[src/llc_pkg.sv]
package llc_pkg;

    // cache geometry
    localparam int num_ways = 4;
    localparam int way_bits = 2;
    localparam int set_bits = 6;
    localparam int bank_bits = 1;
    localparam int num_banks = 2;
    localparam int inbank_bits = set_bits - bank_bits;
    localparam int bram_addr_bits = 6;
    localparam int tag_bits = 10;
    localparam int addr_bits = tag_bits + set_bits;

    // a line is stored as 32-bit slices
    localparam int slice_bits = 32;
    localparam int slices_per_line = 4;
    localparam int line_bits = slice_bits * slices_per_line;

    typedef logic [set_bits-1:0] llc_set_t;
    typedef logic [tag_bits-1:0] llc_tag_t;
    typedef logic [way_bits-1:0] llc_way_t;
    typedef logic [line_bits-1:0] line_t;
    typedef logic [1:0] llc_state_t;
    typedef logic [1:0] llc_op_t;
    typedef logic [addr_bits-1:0] llc_addr_t;
    typedef logic [bram_addr_bits-1:0] llc_bram_addr_t;

    localparam llc_state_t state_invalid = 2'd0;
    localparam llc_state_t state_valid = 2'd1;

    localparam llc_op_t op_read = 2'd0;
    localparam llc_op_t op_write = 2'd1;
    localparam llc_op_t op_flush = 2'd2;

endpackage

[src/llc_lookup.sv]
`timescale 1ns/100ps

module llc_lookup
    import llc_pkg::*;
(
    input  logic       clk,
    input  logic       rst,
    input  logic       req_valid,
    input  llc_op_t    req_op,
    input  llc_addr_t  req_addr,
    input  line_t      req_line,
    input  line_t      rd_data_line [num_ways],
    input  llc_tag_t   rd_data_tag [num_ways],
    input  llc_state_t rd_data_state [num_ways],
    input  logic       rd_data_dirty_bit [num_ways],
    input  llc_way_t   rd_data_evict_way,
    input  logic       fwd_valid,
    input  llc_set_t   fwd_set,
    input  llc_way_t   fwd_way,
    input  llc_tag_t   fwd_tag,
    input  llc_state_t fwd_state,
    input  logic       fwd_dirty,
    input  line_t      fwd_line,
    input  logic       fwd_flush,
    input  logic       fwd_evict,
    input  llc_way_t   fwd_evict_way,
    input  logic       fwd2_valid,
    input  llc_set_t   fwd2_set,
    input  llc_way_t   fwd2_way,
    input  llc_tag_t   fwd2_tag,
    input  llc_state_t fwd2_state,
    input  logic       fwd2_dirty,
    input  line_t      fwd2_line,
    input  logic       fwd2_flush,
    input  logic       fwd2_evict,
    input  llc_way_t   fwd2_evict_way,
    output logic       lk_valid,
    output llc_op_t    lk_op,
    output llc_addr_t  lk_addr,
    output line_t      lk_line,
    output logic       lk_hit,
    output llc_way_t   lk_way,
    output logic       lk_victim_valid_dirty,
    output llc_tag_t   lk_victim_tag,
    output line_t      lk_victim_line,
    output line_t      lk_hit_line,
    output llc_way_t   lk_evict_way
);

    logic      req_valid_q;
    llc_op_t   req_op_q;
    llc_addr_t req_addr_q;
    line_t     req_line_q;
    llc_set_t  req_set;
    llc_tag_t  req_tag;

    // index 0 is the older write, index 1 the newer
    logic       f_valid [2];
    llc_set_t   f_set [2];
    llc_way_t   f_way [2];
    llc_tag_t   f_tag [2];
    llc_state_t f_state [2];
    logic       f_dirty [2];
    line_t      f_line [2];
    logic       f_flush [2];
    logic       f_evict [2];
    llc_way_t   f_evict_way [2];

    line_t      line_v [num_ways];
    llc_tag_t   tag_v [num_ways];
    llc_state_t state_v [num_ways];
    logic       dirty_v [num_ways];
    llc_way_t   evict_v;

    logic [num_ways-1:0] hit_vec;
    logic     hit;
    llc_way_t hit_way;
    llc_way_t victim;

    always_ff @(posedge clk) begin
        if (rst) begin
            req_valid_q <= 1'b0;
        end else begin
            req_valid_q <= req_valid;
        end
    end

    always_ff @(posedge clk) begin
        if (req_valid) begin
            req_op_q <= req_op;
            req_addr_q <= req_addr;
            req_line_q <= req_line;
        end
    end

    assign req_set = req_addr_q[set_bits-1:0];
    assign req_tag = req_addr_q[addr_bits-1:set_bits];

    assign f_valid = '{fwd2_valid, fwd_valid};
    assign f_set = '{fwd2_set, fwd_set};
    assign f_way = '{fwd2_way, fwd_way};
    assign f_tag = '{fwd2_tag, fwd_tag};
    assign f_state = '{fwd2_state, fwd_state};
    assign f_dirty = '{fwd2_dirty, fwd_dirty};
    assign f_line = '{fwd2_line, fwd_line};
    assign f_flush = '{fwd2_flush, fwd_flush};
    assign f_evict = '{fwd2_evict, fwd_evict};
    assign f_evict_way = '{fwd2_evict_way, fwd_evict_way};

    // writes not yet visible in the ram read, applied oldest first
    always_comb begin
        evict_v = rd_data_evict_way;
        for (int w = 0; w < num_ways; w++) begin
            line_v[w] = rd_data_line[w];
            tag_v[w] = rd_data_tag[w];
            state_v[w] = rd_data_state[w];
            dirty_v[w] = rd_data_dirty_bit[w];
        end
        for (int r = 0; r < 2; r++) begin
            if (f_valid[r] && f_set[r] == req_set) begin
                for (int w = 0; w < num_ways; w++) begin
                    if (f_flush[r] || f_way[r] == llc_way_t'(w)) begin
                        state_v[w] = f_state[r];
                        dirty_v[w] = f_dirty[r];
                    end
                end
                if (!f_flush[r]) begin
                    tag_v[f_way[r]] = f_tag[r];
                    line_v[f_way[r]] = f_line[r];
                end
                if (f_evict[r]) begin
                    evict_v = f_evict_way[r];
                end
            end
        end
    end

    // downward scan leaves the lowest invalid way as victim
    always_comb begin
        hit = 1'b0;
        hit_way = '0;
        victim = evict_v;
        for (int w = num_ways - 1; w >= 0; w--) begin
            hit_vec[w] = (state_v[w] == state_valid) && (tag_v[w] == req_tag);
            if (hit_vec[w]) begin
                hit = 1'b1;
                hit_way = llc_way_t'(w);
            end
            if (state_v[w] != state_valid) begin
                victim = llc_way_t'(w);
            end
        end
    end

    assign lk_valid = req_valid_q;
    assign lk_op = req_op_q;
    assign lk_addr = req_addr_q;
    assign lk_line = req_line_q;
    assign lk_hit = hit;
    assign lk_way = hit ? hit_way : victim;
    assign lk_victim_valid_dirty = (state_v[victim] == state_valid) && dirty_v[victim];
    assign lk_victim_tag = tag_v[victim];
    assign lk_victim_line = line_v[victim];
    assign lk_hit_line = line_v[hit_way];
    assign lk_evict_way = evict_v;

    // a tag is only ever allocated once per set
    a_single_hit: assert property (
        @(posedge clk) disable iff (rst)
        (req_valid_q && req_op_q != op_flush) |-> $onehot0(hit_vec)
    );

endmodule

[config.mk]
export PLATFORM = sky130hd
export DESIGN_NAME = llc_lookup
export DESIGN_NICKNAME = d
export VERILOG_FILES = /design/src/llc_pkg.sv /design/src/llc_lookup.sv
export SDC_FILE = /design/constraint.sdc
export NUM_CORES = 1
export LEC_CHECK = 0
export BUFFER_PORTS_ARGS = -buffer_cell sky130_fd_sc_hd__buf_4
export CAP_MARGIN = 20
export CORE_AREA = 4 4 552 554
export CTS_CLUSTER_DIAMETER = 40
export DETAILED_ROUTE_END_ITERATION = 16
export DIE_AREA = 0 0 556 558
export PLACE_DENSITY_LB_ADDON = 0.1
export SLEW_MARGIN = 20
export SYNTH_ARGS = -nofsm -noshare
export SYNTH_HDL_FRONTEND = slang
export SYNTH_SLANG_ARGS = --single-unit
export TNS_END_PERCENT = 30
[constraint.sdc]
create_clock -name clk -period 6 [get_ports clk]
set_input_delay 0.9 -clock clk [delete_from_list [all_inputs] [get_ports clk]]
set_output_delay 0.9 -clock clk [all_outputs]
set_load 0.01 [all_outputs]
==> impl_metrics.tcl, run 1 <==
set metrics [dict create \
    layout.nets 5698 \
    drv_cap 0 \
    power_density_mw_per_mm2 116.6 \
    num_vias 32580 \
    cts.sinks 147 \
    die_area_mm2 0.3102 \
    worst_pin_slew_ps 976.5 \
    post-place-ws_ps -477.9 \
    relSlewSlack_pct 34.90 \
    rsz0062_at_grt "no" \
    layout_commonest_cell "buf_4" \
    critical_path_class "reg2out" \
    crit_path_cell_trace "buf_4 > xor2_4 > nor4_4 > buf_4 > nand3_1 > buf_4 > mux2i_1 > a21oi_1 > xor2_1 > nor4_2 > buf_4 > and3_2 > a211oi_4 > buf_4 > buf_12 > buf_6 > mux2i_1 > o21ai_1 > buf_4" \
    cts-htree-levels 4 \
    cts_tree "done" \
    ys_warn_count 0 \
    synth_edf_count 146 \
    grt_antenna_before_repair 96 \
    async_flop_share_pct 0 \
    cpPeakStageDelay_ps 400 \
    grt_first_pass_wirelength_mm 335.6 \
    hold_viol_final 0 \
    postRouteWirelength_mm 259.8 \
    synth_cells 3282 \
    syn_nets 4305 \
    ant_nets 0 \
    setup_ws_ps 168.8 \
    grt-ovfl-total 0 \
    dp_hpwl_mm 219.5 \
    cp_common_cell "buf_4" \
    drcViolationCount 0 \
    vdd_ir_drop_max_uv 195.7 \
    setup_viol 0 \
    period_minus_slack_ps 5831 \
    p_total_mw 4.957 \
    required_ps 5100 \
    drive_above_1_share_pct 37.86 \
    multi_input_area_mm2 0.01909 \
    cts_hold_buf 0 \
    fin_crit_sh_pct 97.19 \
    p_leak_nw 16.61 \
    grt_max_degree 117 \
    numCtsBuffers 25 \
    cts_buffer_depth 3 \
    max_freq_mhz 171.5 \
    rows 201 \
    syn2layout_area_growth_pct 71.60 \
    cp_max_fo 29 \
    firstDrtPassIters 5 \
    hold_path_class "in2reg" \
    io_pins 1442 \
    cp_num_buf_inv 8 \
    fillers 34540 \
    initial_core_util_pct 8.271 \
    syn_avg_cell_area_um2 7.548 \
    drt_iter0_markers 2057 \
    ys_types 59 \
    most-common-layout-cells "buf_4 (1643), mux2i_1 (815), nand2_1 (554)" \
    slowest_stage "mux2i_1" \
    synth-seq-cells 147 \
    dieWidth_um 556 \
    io_buffers 1441 \
    end_kind "output port" \
    gp_congestion 0.8276 \
    via_per_inst 3.763 \
    die_y_um 558 \
    root_buffer "clkbuf_16" \
    synth_area_mm2 0.02477 \
    path_clk_slew_ps 80 \
    core_mm2 0.2995 \
    routedWlPerCell_um 30.00 \
    cpLargestDelayFamily "buffers and inverters" \
    startpoint_type "flip-flop" \
    grt_pass1_vias 33540 \
    slew_violations 0 \
    grtUsageTotal_pct 15.78 \
    seq_area_frac_synth_pct 17.78 \
    fin_util_pct 14.19 \
    cp.arrival_ps 4930 \
    synth-main-ff-cell "edfxtp_1" \
    status "completed" \
    final-seq-area_mm2 0.004404 \
    holdWs_ps 520.5 \
]
sequential cells by signal (all words and copies together) (netlist names):
signal	flops
lk_valid	1
lk_op	2
lk_line	128
lk_addr	16
metrics by stage:
step                cells  cell area (um2)  setup TNS (ps)
floorplan            3282            24770               0
global placement     8585            41460          -44910
detailed placement   8585            41460          -39650
CTS                  8635            42360               0
global route         8642            42470               0
finish               8659            42510               0
layer usage:
metal / vias up / routed length [um] / global-route usage, % / part of all wire, %
met3: 208 / 20130 / 4.655 / 7.7
met5: - / 264 / 0 / 0.10
met2: 1359 / 130300 / 28.70 / 50
li1: 15050 / - / - / -
met4: 46 / 3830 / 2.010 / 1.5
met1: 15920 / 105300 / 18.63 / 41
power breakdown:
part           internal, mW  switching [mW]  total (mW)
registers              1.22          0.0624        1.28
logic                  1.10            1.28        2.39
clock network         0.742           0.545        1.29
total                  3.07            1.89        4.96
path summary, 6_finish.rpt:
path,startpoint,to,slack [ps],depth (start not counted)
worst min-delay path,rst,lk_valid,520,2
worst max-delay path,lk_addr[0],lk_hit_line[101],170,19
kinds of logic (layout without fill, tap and decap cells):
kind of cell / after synthesis / count (layout) / synth area share, %
flip-flops: 147 / 147 / 17.78
AO/OA/AOI/OAI: 1118 / 1118 / 26.47
AND/OR/NAND/NOR: 819 / 819 / 14.88
buffers and inverters: 331 / 1729 / 6.010
multiplexers: 822 / 822 / 33.24
XOR/XNOR: 45 / 45 / 1.621
other: 0 / 21 / 0
final cells by class:
type,count,share of cell area (%)
antenna,21,0.1236
inverter,2,0.01766
sequential,147,10.36
timing repair buffer,1695,31.40
clock buffer,25,1.472
tap,3958,11.65
multi-input combinational,2804,44.90
clock inverter,7,0.07653
cells in the mapped netlist, types with 2 or more instances:
master	count	area, um2
nor3_2	2	20.02
clkbuf_1	265	994.7
mux2_2	6	67.56
nor4b_1	2	17.52
and3_1	5	31.28
a211oi_2	2	25.02
and4_1	9	78.83
o21ai_0	530	2653
a311oi_2	3	45.04
o21ai_1	135	675.7
o2bb2ai_1	3	26.28
and2_1	131	819.5
or3_1	3	18.77
xnor2_1	24	210.2
a211oi_1	131	983.4
buf_1	26	97.59
a311oi_1	2	17.52
nand3_1	12	60.06
nor2b_1	5	31.28
buf_6	5	56.30
buf_12	11	220.2
nor4_2	2	25.02
edfxtp_1	146	4384
a32oi_1	127	1112
nand2_1	555	2083
a31oi_1	9	56.30
o311a_1	3	30.03
and2_0	2	12.51
a21oi_1	155	775.7
buf_2	21	105.1
inv_1	2	7.510
xor2_1	20	175.2
nor3_1	16	80.08
a21boi_0	4	30.03
nand2b_1	15	93.84
mux2i_1	816	8168
or4_1	2	15.01
o21a_1	5	37.54
nand4_1	11	68.82
nor2_1	36	135.1
nor4_1	5	31.28
repair_timing:
item                                    in CTS  in global routing
endpoints found under the setup margin     130                164
resized for setup                           10                 16
pin swaps                                    5                  3
buffers inserted                            18                  3
cloned                                       0                  0
Power figures use the tool's default switching activity.
==> run 2, diff against run 1 <==
--- a/config.mk
+++ b/config.mk
@@ -12,6 +12,7 @@
 export DETAILED_ROUTE_END_ITERATION = 16
 export DIE_AREA = 0 0 556 558
 export PLACE_DENSITY_LB_ADDON = 0.1
+export SETUP_SLACK_MARGIN = 0.2
 export SLEW_MARGIN = 20
 export SYNTH_ARGS = -nofsm -noshare
 export SYNTH_HDL_FRONTEND = slang
==> constraint.sdc (replaced) <==
create_clock -name clk -period 6.4 [get_ports clk]
set_input_delay 0.96 -clock clk [delete_from_list [all_inputs] [get_ports clk]]
set_output_delay 0.96 -clock clk [all_outputs]
set_load 0.01 [all_outputs]
==> run 2 against run 1 <==
Compared with the run above: count of clock-buffer cells in the layout is 1 higher; utilization is 0.16 points lower; sequential power is 5% lower; clock power is 7% lower; cell count is 0.51% lower; non-clock buffer count is 46 lower; via count is 0.15% lower; combinational power is 7% lower; cell area is 1.1% lower; sequential cell count stayed put; wire length is 0.87% higher; critical path type unchanged; critical endpoint is now lk_hit_line[68]; largest cell class unchanged.
==> impl_metrics.tcl, run 2 (synthesis gave the netlist of run 1 again) <==
set metrics [dict create \
    cts-htree-levels 4 \
    firstDrtPassIters 8 \
    most-common-layout-cells "buf_4 (1602), mux2i_1 (816), nand2_1 (553)" \
    hold_viol_final 0 \
    period_minus_slack_ps 6114 \
    grt_pass1_vias 33050 \
    max_freq_mhz 163.6 \
    cts.sinks 147 \
    drv_cap 0 \
    gp_congestion 0.8303 \
    top_usage_layer "met2" \
    grt_first_pass_wirelength_mm 335.1 \
    worst_pin_slew_ps 1150 \
    p_total_mw 4.628 \
    startpoint_type "flip-flop" \
    numCtsBuffers 25 \
    global_route.usage.met3_pct 5.541 \
    postRouteWirelength_mm 262.1 \
    tns_ps 0 \
    p_sw_mw 1.769 \
    drcViolationCount 0 \
    io_buffers 1441 \
    cts_hold_buf 0 \
    path_clk_slew_ps 70 \
    num_vias 32530 \
    cp_max_fo 33 \
    pwr-share-comb_pct 47.9 \
    dieWidth_um 556 \
    setup_viol 0 \
    fin_crit_sh_pct 95.54 \
    initial_core_util_pct 8.271 \
    drt_iter0_markers 2346 \
    required_ps 5440 \
    drive_above_1_share_pct 37.03 \
    die_area_mm2 0.3102 \
    met2_usage_pct 28.53 \
    vdd_ir_drop_max_uv 357.0 \
    end_kind "output port" \
    rsz0062_at_grt "yes" \
    cts_buffer_depth 3 \
    power_density_mw_per_mm2 110.1 \
    syn2layout_area_growth_pct 69.71 \
    grt_antenna_before_repair 114 \
    status "completed" \
    layout_commonest_cell "buf_4" \
    largest_reg_flops 128 \
    ant_nets 0 \
    critical_path_class "reg2out" \
    hold_path_class "in2reg" \
    rows 201 \
    slew_violations 0 \
    grt-ovfl-total 0 \
    relSlewSlack_pct 23.33 \
    gr-usage-met1_pct 18.23 \
    grtUsageTotal_pct 15.87 \
    p_clk_share_pct 26.0 \
    cts_tree "done" \
    cp.arrival_ps 5150 \
    core_mm2 0.2995 \
    routedWlPerCell_um 30.42 \
    layout.nets 5652 \
    io_pins 1442 \
    whs_path_depth 2 \
    p_int_mw 2.859 \
    swShare_pct 38.22 \
    p_leak_nw 16.33 \
    root_buffer "clkbuf_16" \
    grt_max_degree 130 \
    dp_hpwl_mm 218.8 \
    die_y_um 558 \
    p_seq_share_pct 26.2 \
    via_per_inst 3.776 \
]
## run 2: worst max-delay path, cell delays in order, from the launching register on
cell and delay (ps):
edfxtp_1 560, xnor2_1 280, nand4_1 250, nor3_2 350
o21a_1 230, mux2i_1 230, mux2i_1 200, or4_1 590
or3_1 410, a41oi_1 380, nor2_4 100, buf_12 170
buf_4 310, o21ai_1 240, buf_4 170
## run 2: layout make-up
type | instances | area, um2
fillers | 34440 | 257500
multi-input cells | 2804 | 19030
repair buffers | 1649 | 12940
well taps | 3958 | 4952
flip-flops and latches | 147 | 4404
clock buffers | 26 | 629.4
diodes | 23 | 57.56
clock inverters | 6 | 23.77
inverters | 2 | 7.507
## run 2: path summary, 6_finish.rpt
kind,end,slack [ps],from
hold / removal,lk_valid,610,rst
setup / recovery,lk_hit_line[68],290,lk_addr[2]
## run 2: what timing repair did
item,4_1_cts,5_1_grt
pin swaps,2,1
buffers inserted,9,2
endpoints found under the setup margin,120,96
gates resized for setup,7,8
## run 2: power by group through the flow
stage / sequential [mW] / clock (mW) / combinational (mW)
after floorplan: 1.23 / 0 / 0.677
after global placement: 1.24 / 0 / 2.24
after detailed placement: 1.24 / 0 / 2.23
after CTS: 1.22 / 1.27 / 2.25
after global routing: 1.22 / 1.28 / 2.38
final: 1.21 / 1.20 / 2.22
## run 2: per-stage QoR
step                util [%]  instances  hold WS [ps]  area [um2]  setup WS, ps
finish                 14.04       8615         614.2       42040         285.7
floorplan                  -       3282          1032       24770          1372
global route           14.02       8598         593.0       42000         150.2
detailed placement     13.73       8549          1139       41140         97.90
CTS                    14.00       8590         579.5       41930         181.6
global placement       13.73       8549          1139       41140         95.73
## run 2: layer usage
layer	vias up	wire length, um
met2	1411	130200
met5	-	506
met4	82	4896
li1	14940	-
met1	15840	103400
met3	253	22990
