===== config.mk =====
export PLATFORM = sky130hd
export DESIGN_NAME = llc_update
export DESIGN_NICKNAME = d
export VERILOG_FILES = /design/src/llc_pkg.sv /design/src/llc_update.sv
export SDC_FILE = /design/constraint.sdc
export NUM_CORES = 1
export LEC_CHECK = 0
export BUFFER_PORTS_ARGS = -buffer_cell sky130_fd_sc_hd__buf_4
export CELL_PAD_IN_SITES_DETAIL_PLACEMENT = 1
export CELL_PAD_IN_SITES_GLOBAL_PLACEMENT = 1
export CORE_AREA = 2 2 452 454
export DETAILED_ROUTE_END_ITERATION = 7
export DIE_AREA = 0 0 454 456
export PLACE_DENSITY_LB_ADDON = 0.1
export SYNTH_ARGS = -nofsm -noshare
export SYNTH_HDL_FRONTEND = slang
export SYNTH_SLANG_ARGS = --single-unit

===== constraint.sdc =====
create_clock -name clk -period 1.2 [get_ports clk]
set_input_delay 0.06 -clock clk [delete_from_list [all_inputs] [get_ports clk]]
set_output_delay 0.06 -clock clk [all_outputs]
set_load 0.01 [all_outputs]

===== src/llc_pkg.sv =====
package llc_pkg;

    // cache geometry
    localparam int num_ways = 4;
    localparam int way_bits = 2;
    localparam int set_bits = 6;
    localparam int bank_bits = 1;
    localparam int num_banks = 2;
    localparam int inbank_bits = set_bits - bank_bits;
    localparam int bram_addr_bits = 6;
    localparam int tag_bits = 10;
    localparam int addr_bits = tag_bits + set_bits;

    // a line is stored as 32-bit slices
    localparam int slice_bits = 32;
    localparam int slices_per_line = 4;
    localparam int line_bits = slice_bits * slices_per_line;

    typedef logic [set_bits-1:0] llc_set_t;
    typedef logic [tag_bits-1:0] llc_tag_t;
    typedef logic [way_bits-1:0] llc_way_t;
    typedef logic [line_bits-1:0] line_t;
    typedef logic [1:0] llc_state_t;
    typedef logic [1:0] llc_op_t;
    typedef logic [addr_bits-1:0] llc_addr_t;
    typedef logic [bram_addr_bits-1:0] llc_bram_addr_t;

    localparam llc_state_t state_invalid = 2'd0;
    localparam llc_state_t state_valid = 2'd1;

    localparam llc_op_t op_read = 2'd0;
    localparam llc_op_t op_write = 2'd1;
    localparam llc_op_t op_flush = 2'd2;

endpackage


===== src/llc_update.sv =====
`timescale 1ns/100ps

module llc_update
    import llc_pkg::*;
(
    input  logic                clk,
    input  logic                rst,
    input  logic                lk_valid,
    input  llc_op_t             lk_op,
    input  llc_addr_t           lk_addr,
    input  line_t               lk_line,
    input  logic                lk_hit,
    input  llc_way_t            lk_way,
    input  logic                lk_victim_valid_dirty,
    input  llc_tag_t            lk_victim_tag,
    input  line_t               lk_victim_line,
    input  line_t               lk_hit_line,
    input  llc_way_t            lk_evict_way,
    output llc_set_t            wr_set,
    output llc_way_t            way,
    output logic                wr_en,
    output line_t               wr_data_line,
    output llc_tag_t            wr_data_tag,
    output llc_state_t          wr_data_state,
    output logic                wr_data_dirty_bit,
    output logic                wr_en_evict_way,
    output llc_way_t            wr_data_evict_way,
    output logic [num_ways-1:0] wr_rst_flush,
    output logic                fwd_valid,
    output llc_set_t            fwd_set,
    output llc_way_t            fwd_way,
    output llc_tag_t            fwd_tag,
    output llc_state_t          fwd_state,
    output logic                fwd_dirty,
    output line_t               fwd_line,
    output logic                fwd_flush,
    output logic                fwd_evict,
    output llc_way_t            fwd_evict_way,
    output logic                fwd2_valid,
    output llc_set_t            fwd2_set,
    output llc_way_t            fwd2_way,
    output llc_tag_t            fwd2_tag,
    output llc_state_t          fwd2_state,
    output logic                fwd2_dirty,
    output line_t               fwd2_line,
    output logic                fwd2_flush,
    output logic                fwd2_evict,
    output llc_way_t            fwd2_evict_way,
    output logic                rsp_valid,
    output logic                rsp_hit,
    output llc_way_t            rsp_way,
    output line_t               rsp_line,
    output logic                wb_valid,
    output llc_addr_t           wb_addr,
    output line_t               wb_line
);

    logic      u_valid;
    llc_op_t   u_op;
    llc_addr_t u_addr;
    line_t     u_line;
    logic      u_hit;
    llc_way_t  u_way;
    logic      u_victim_vd;
    llc_tag_t  u_victim_tag;
    line_t     u_victim_line;
    line_t     u_hit_line;
    llc_way_t  u_evict_way;
    logic      is_write;
    logic      is_flush;

    always_ff @(posedge clk) begin
        if (rst) begin
            u_valid <= 1'b0;
            fwd2_valid <= 1'b0;
        end else begin
            u_valid <= lk_valid;
            fwd2_valid <= fwd_valid;
        end
    end

    always_ff @(posedge clk) begin
        if (lk_valid) begin
            u_op <= lk_op;
            u_addr <= lk_addr;
            u_line <= lk_line;
            u_hit <= lk_hit;
            u_way <= lk_way;
            u_victim_vd <= lk_victim_valid_dirty;
            u_victim_tag <= lk_victim_tag;
            u_victim_line <= lk_victim_line;
            u_hit_line <= lk_hit_line;
            u_evict_way <= lk_evict_way;
        end
    end

    assign is_write = u_valid && (u_op == op_write);
    assign is_flush = u_valid && (u_op == op_flush);

    // commits at the next edge
    assign wr_set = u_addr[set_bits-1:0];
    assign way = u_way;
    assign wr_en = is_write;
    assign wr_data_line = u_line;
    assign wr_data_tag = u_addr[addr_bits-1:set_bits];
    assign wr_data_state = is_write ? state_valid : state_invalid;
    assign wr_data_dirty_bit = is_write;
    assign wr_rst_flush = {num_ways{is_flush}};

    // pointer moves past the way it just replaced, a flush restarts it at way 0
    assign wr_en_evict_way = is_flush || (is_write && !u_hit && u_way == u_evict_way);
    assign wr_data_evict_way = is_flush ? '0 : llc_way_t'(u_way + 1'b1);

    assign fwd_valid = is_write || is_flush;
    assign fwd_set = wr_set;
    assign fwd_way = way;
    assign fwd_tag = wr_data_tag;
    assign fwd_state = wr_data_state;
    assign fwd_dirty = wr_data_dirty_bit;
    assign fwd_line = wr_data_line;
    assign fwd_flush = is_flush;
    assign fwd_evict = wr_en_evict_way;
    assign fwd_evict_way = wr_data_evict_way;

    // the ram is read-first, so the last write stays visible one more cycle
    always_ff @(posedge clk) begin
        fwd2_set <= fwd_set;
        fwd2_way <= fwd_way;
        fwd2_tag <= fwd_tag;
        fwd2_state <= fwd_state;
        fwd2_dirty <= fwd_dirty;
        fwd2_line <= fwd_line;
        fwd2_flush <= fwd_flush;
        fwd2_evict <= fwd_evict;
        fwd2_evict_way <= fwd_evict_way;
    end

    assign rsp_valid = u_valid;
    assign rsp_hit = u_hit && (u_op != op_flush);
    assign rsp_way = u_way;
    assign rsp_line = (u_op == op_read && u_hit) ? u_hit_line : '0;

    assign wb_valid = is_write && !u_hit && u_victim_vd;
    assign wb_addr = {u_victim_tag, wr_set};
    assign wb_line = u_victim_line;

    // an evicted line never carries the tag being allocated
    a_wb_on_miss: assert property (
        @(posedge clk) disable iff (rst) wb_valid |-> (rsp_valid && wb_addr != u_addr)
    );

endmodule


==> results.md, run 1 <==
- The flow ran to the end, but the final reports show violations.
- The final reports fail on negative setup slack.
- The average size of a mapped cell is 19.9 sq um.
- The first-iteration detailed-routing DRC count is 517.
- The met2 routed wirelength is 59000 um.
- Dividing total power by cell area gives a power density of 1460 mW/mm^2.
- Multiplexer cells account for 0% of the synthesized area.
- The number of antenna violations at the first check in global routing was 27.
- The routability congestion estimate from global placement is 0.790.
- The detail route stage leaves a number of antenna-violating nets equal to 0.
- The pin count of the biggest net entering global routing is 42.
- Before antenna repair, the detailed router went through 4 iterations.
- The final count of pins violating max slew is 0.
- From left edge to right edge, the die measures 454 um.
- The half-perimeter wire length of the detailed placement result is 88100 um.
- Synthesis produced 900 cells.
- The endpoint arrival time on the critical path is 2.09 ns.
- The simple-gate area share of the yosys netlist is 4.77%.
- The parity-gate share of the synthesized area counting xor and xnor cells is 0.147%.
- The synthesized netlist devotes 0.119% of its cell area to compound gates.
- The number of placed instances, taps included, is 4604.
- The met1 wire length is 37800 um.
- The global-route wire length before repair is 142000 um.
- The detailed-route DRC error count is 0.
- Across the routed clock network, the largest skew measured is 0.0294 ns.
- For this run the aggregate overflow at the end of global routing stands at 0.
- The post-synthesis share of cell area spent on full adders, half adders and majority gates is 0%.
- The detail-routed via count per cell is 2.66.
- Setup repair after global routing could not meet its margin everywhere.
- Across all setup checks in the final design, the least slack found is -0.951 ns.
- The worst-skew pair later-pin latency is 0.69 ns.
- The number of fillers in the final layout is 22500.
- For this design the top-level I/O count stands at 1163.
- The final route contains 14200 vias.
- In this run the top signal layer used is met4.
- In this run the core area contains 165 standard-cell rows.
- The nature of the critical path startpoint is a register.
- The clock-pin slew on the worst setup and hold paths is 0.06 ns.
- Timing analysis after detailed placement gives a worst setup slack of -0.287 ns.
- The total count of hold-check failures in the final report is 0.
- The top-area cell type share of the netlist area is 70.2%.
- The area of the core is 0.202 sq mm.
- Setup violations remaining at the end of the flow were counted as 601.
- After detailed routing, the average wire length per cell comes to 20.3 um.
- The largest family of logic cells by synthesized area is buffers and inverters.
- The library cell occupying the most area in the post-synthesis netlist is edfxtp_1.
- Ranked by total cell area, the synthesized netlist is headed by edfxtp_1 (70%), dfxtp_1 (17%), buf_4 (7.1%), and2_1 (4.5%), clkbuf_2 (0.31%).
- The die outline area is 0.207 sq mm.
- The largest driver fanout on the critical path is 3.
- The critical path capture point type is an output pin.
- The required time of the worst setup path is 1.14 ns.
- The post-synthesis register bit count is 571.
- The number of clock buffers inserted by TritonCTS is 82.
- Of the available clock period, the critical path in the final layout requires 179%.
- The starting utilization of the core area is 8.86%.
- The CTS tree is done.
- The cell at the root of the clock tree is clkbuf_16.
- The clock passes through at most 3 buffers.
- In the detailed route, the total length drawn on met3 is 8290 um.
- The via count of the first global-routing pass was 16000.
- The critical path is of the register to output pin type.
- The number of max-cap violations is 0.
- The number of distinct standard cells referenced by the synthesized netlist is 19.
- The total number of nets in the final design is 3004.
- The final critical-path required period is 2.15 ns.
- In the final layout, the share of cells above drive strength 1 is 53.7%.
- During placement, the flow inserted port buffers numbering 1159.
- The number of H-tree levels is 3.
- Across the VDD grid, the largest voltage drop is 0.926 mV.
- Counting every sink on the clock net gives 571.
- The setup total negative slack is -196.71 ns.
- Sequential elements use 87.4% of the synthesized area.
- Leaving out filler cells and counting taps, the final layout contains 5331.
- The area added between synthesis and finish is 118%.
- The Yosys step of the flow raised 0 warnings.
- Wires add up to 108000 um.
- The tightest min-delay check is of the primary input to register type.
- Static timing analysis puts the maximum clock frequency at 465 MHz.
- The y dimension of the die is 456 um.
- In the global route stage, overall resource usage came out at 10.1%.
- The mapped cell area is 0.0179 sq mm.
- Summed over all cells, the static leakage comes to 16.1 nW.
-- path summary, 6_finish.rpt --
check	slack, ns	end	start	depth (start not counted)
setup / recovery	-0.95	wr_en_evict_way	u_op[1]	4
hold / removal	0.1	wb_line[6]	lk_victim_line[6]	2
setup reg to reg	-0.36	fwd2_evict_way[0]	u_op[0]	8
hold reg to reg	0.42	fwd2_tag[7]	u_addr[13]	0
-- placed cells by master (no fill, tap or decap), types with 7 or more instances in the layout --
cell,n
clkbuf_8,15
buf_6,398
dfxtp_1,151
buf_4,866
buf_12,18
clkinv_1,7
dlygate4sd3_1,496
clkinv_2,10
diode_2,7
clkbuf_1,25
and2_4,10
clkbuf_16,84
and2_1,118
edfxtp_1,418
-- synthesized netlist by cell type --
| cell | instances |
|---|---|
| nand2_1 | 1 |
| xnor2_1 | 1 |
| conb_1 | 1 |
| nand3b_1 | 2 |
| clkbuf_2 | 11 |
| o41ai_1 | 1 |
| buf_2 | 2 |
| nor2_1 | 2 |
| edfxtp_1 | 418 |
| inv_1 | 3 |
| nor3b_1 | 1 |
| and2_1 | 128 |
| a21oi_1 | 1 |
| nor2b_1 | 1 |
| dfxtp_1 | 153 |
| xor2_1 | 2 |
| nor3b_2 | 1 |
| a21boi_0 | 1 |
| buf_4 | 170 |
-- where the power goes --
group	internal [mW]	switching, mW
clock network	14.3	9.75
registers	22.9	1.09
logic	5.13	3.61
total	42.3	14.4
-- stage by stage --
| step | utilization (%) | hold slack (ns) | cell area [sq um] | power (mW) |
|---|---|---|---|---|
| 2_1_floorplan | - | 0.129 | 17900 | 25.6 |
| 3_3_place_gp | 14.5 | 0.238 | 29200 | 30.9 |
| 3_5_place_dp | 14.5 | 0.239 | 29200 | 30.8 |
| 4_1_cts | 19.1 | 0.000135 | 38500 | 58.2 |
| 5_1_grt | 19.3 | 0.0170 | 39000 | 59.4 |
| 6_report | 19.3 | 0.0992 | 39000 | 56.7 |
-- logic make-up (layout without fill, tap and decap cells) --
logic type	Yosys count	after routing
other	1	10
buffers and inverters	186	1936
and+or+nand+nor	136	136
AOI/OAI and AO/OA	3	3
xor gates and xnor gates	3	3
DFF	571	571
-- registers in the layout, summed over array words and instances, names as in the netlist --
name / count
u_victim_tag: 10
u_evict_way: 2
fwd2_evict_way: 2
rsp_valid: 1
fwd_way: 2
fwd2_evict: 1
u_addr: 16
fwd2_way: 2
fwd_line: 128
fwd2_flush: 1
fwd2_valid: 1
u_op: 2
fwd2_dirty: 1
fwd2_set: 6
fwd2_tag: 10
u_hit_line: 128
u_hit: 1
u_victim_vd: 1
fwd2_line: 128
wb_line: 128
-- worst max-delay path: stages, from the launching register on --
cell      delay, ns
edfxtp_1       0.44
buf_4          0.17
nand3b_1       0.21
o41ai_4        0.41
buf_4          0.19
-- layout make-up --
type	instances	area (sq um)	area share, %
inverter	3	11.3	0.0289
multi-input combinational	145	985	2.53
antenna	7	17.5	0.0450
sequential	571	15600	40.1
tap	2672	3340	8.58
clock buffer	124	2400	6.17
timing repair buffer	1780	16300	41.9
clock inverter	29	244	0.626
-- metal layers --
metal | up-vias | GRT usage (%)
met5 | - | 0
met4 | 0 | 3.18
met3 | 152 | 3.51
met2 | 617 | 19.0
met1 | 7013 | 10.3
li1 | 6419 | -
-- what timing repair did --
action,CTS,global route
pin swaps,3,1
setup buffers,53,24
hold buffers,496,0
resized for setup,336,88
endpoints found under the hold margin,537,0
endpoints found under the setup margin,744,745
No activity file was read; power rests on OpenSTA's default activity.
==> run 2, diff against run 1 <==
==> constraint.sdc (replaced) <==
create_clock -name clk -period 1.2 [get_ports clk]
set_input_delay 0.18 -clock clk [delete_from_list [all_inputs] [get_ports clk]]
set_output_delay 0.18 -clock clk [all_outputs]
set_load 0.01 [all_outputs]
==> results.md, run 2 (synthesis results as in run 1) <==
- In this run the vertical extent of the chip is 456 um.
- The number of clock buffers inserted by TritonCTS is 82.
- The global-route wire length before repair is 139000 um.
- The total count of hold-check failures in the final report is 0.
- Clock tree synthesis selected as its root buffer the cell clkbuf_16.
- The x dimension of the die is 454 um.
- The share of the core filled with cells is 20.0%.
- Net switching is 25.0% of the power.
- The share of the clock period used by the worst path after layout is 192%.
- The number of buffer cells added on primary ports is 1159.
- Summed over all layers, the global routing overflow is 0.
- The leakage component of the power is 16.4 nW.
- The number of H-tree levels is 3.
- The wire length per cell is 20.3 um.
- The die covers 0.207 sq mm.
- The worst setup path is of the register to output pin kind.
- The top-level port count is 1163.
- The wire-length estimate of the detail-placed layout is 85900 um.
- The worst setup path is captured at an output pin.
- Summing all flip-flop and latch instances after layout gives 0.0158 sq mm.
- For this block, the via count after detailed routing is 13900.
- Leaving out fill and tap cells, the most frequent cell in the layout is buf_6.
- Setup repair after global routing could not meet its margin everywhere.
- The count of TritonRoute iterations in the first routing pass is 4.
- Per report_power, the sequential group accounts for 42.2% of the total.
- The pin count of the biggest net entering global routing is 32.
- The timing-limited maximum frequency is 434 MHz.
- The maximum resistive drop on vdd is 0.884 mV.
- The remaining antenna violation count after routing is 0.
- In the global route stage, overall resource usage came out at 9.95%.
- The largest driver fanout on the critical path is 10.
- Between clock sinks in the finished design, the worst skew comes to 0.0251 ns.
- The count of clock tree sinks is 571.
- The origin of the worst setup path is u_op[1].
- The final standard cell area without fillers is 0.0403 sq mm.
- The design internal power is 42.9 mW.
- The worst-skew pair later-pin latency is 0.69 ns.
- The library cells used most frequently in the layout, excluding fill and tap cells, are buf_6 (722), buf_4 (534), dlygate4sd3_1 (420), edfxtp_1 (418), dfxtp_2 (151).
- The maximum number of buffers from clock root to sink is 3.
- The clock-pin slew on the worst setup and hold paths is 0.06 ns.
- The starting utilization of the core area is 8.86%.
- The total number of nets in the final design is 2942.
- The number of antenna violations at the first check in global routing is 28.
- The run finished, with violations left.
- Data on the critical path is required at its endpoint by 1.02 ns.
- The standard-cell row count is 165.
- In this run the power density over the cells is 1420 mW/mm^2.
- The detailed-route DRC error count is 0.
- The part of the total power dissipated in the clock network is 41.6%.
- The final worst-path setup slack is -1.11 ns.
- The placed instance area is 0.0296 sq mm.
- The proportion of power drawn by combinational gates is 16.2%.
- The setup total negative slack is -277.96 ns.
- The final routed wirelength across all metal layers is 107000 um.
- The worst hold slack after final layout is 0.205 ns.
- Setup violations remaining at the end of the flow were counted as 745.
- The first-iteration detailed-routing DRC count is 507.
- The worst reg2reg path startpoint is u_op[1].
- STA classifies the critical path startpoint as a register.
- The analysis attributes to net switching a power of 14.3 mW.
- Relative to the synthesized area, the layout overhead comes to 125%.
- Dividing the detail-routed via count by the number of cells gives 2.63.
- Max-cap violations in this run came to 0.
- The via count of the first global-routing pass is 15700.
- In the final layout, the multi-input gates occupy 0.00127 sq mm.
- The share of layout cells above drive strength 1 is 65.8%.
- The number of fillers in the final layout is 22300.
- The worst hold path begins at lk_hit_line[118].
- TritonCTS built the clock tree.
- The kind of path behind the tightest hold check is primary input to register.
- Data on the critical path arrives at its endpoint at 2.13 ns.
- For the finished layout, the period the worst path requires is 2.31 ns.
- Routability-driven placement finished with a final weighted congestion of 0.758.
- The checks that failed: negative setup slack.
- In this run the standard cell core region covers 0.202 sq mm.
- The final count of pins violating max slew is 0.
-- run 2: final timing paths --
kind / endpoint / slack [ns] / cells past startpoint
setup reg to reg: fwd2_evict_way[0] / -0.26 / 7
hold reg to reg: fwd2_line[116] / 0.44 / 0
setup / recovery: rsp_line[73] / -1.11 / 6
hold / removal: u_hit_line[118] / 0.21 / 2
-- run 2: cell type report --
class | count | area share [%]
clock buffer | 117 | 5.67
inverter | 3 | 0.0373
clock inverter | 32 | 0.770
multi-input combinational | 145 | 3.16
timing repair buffer | 1718 | 42.7
sequential | 571 | 39.2
tap | 2672 | 8.30
antenna | 18 | 0.112
-- run 2: layer usage --
metal / track usage (%) / vias up / wire length (um)
li1: - / 6302 / -
met1: 9.90 / 6853 / 37000
met2: 18.7 / 592 / 59000
met3: 3.41 / 136 / 7520
met4: 3.75 / 2 / 3350
met5: 0 / - / 13
-- run 2: worst max-delay path, stage by stage (launching register included) --
cell	delay (ns)
edfxtp_1	0.44
nor3b_4	0.25
buf_6	0.15
buf_12	0.16
clkbuf_16	0.18
and2_4	0.14
buf_6	0.10
-- run 2: repair_timing --
item                                    4_1_cts  5_1_grt
pin swaps                                     5        9
hold buffers                                420        0
gates cloned                                  9        4
setup buffers                                65       15
endpoints found under the setup margin      744      745
hold endpoints to repair                    462        0
resized for setup                           364      550
-- run 2: power groups by stage --
| stage | Sequential [mW] | Combinational [mW] | Clock [mW] |
|---|---|---|---|
| finish | 24.1 | 9.30 | 23.8 |
| global route | 24.3 | 9.81 | 25.7 |
| CTS | 23.9 | 8.94 | 25.2 |
| detailed placement | 24.4 | 6.47 | 0 |
| global placement | 24.4 | 6.52 | 0 |
| floorplan | 24.4 | 1.33 | 0 |
-- run 2: per-stage QoR --
stage	std cells	total power, mW	setup WS (ns)
floorplan	902	25.8	-0.288
global placement	4602	30.9	-0.509
detailed placement	4602	30.8	-0.547
CTS	5245	58.0	-1.25
global route	5268	59.9	-1.27
finish	5276	57.2	-1.11
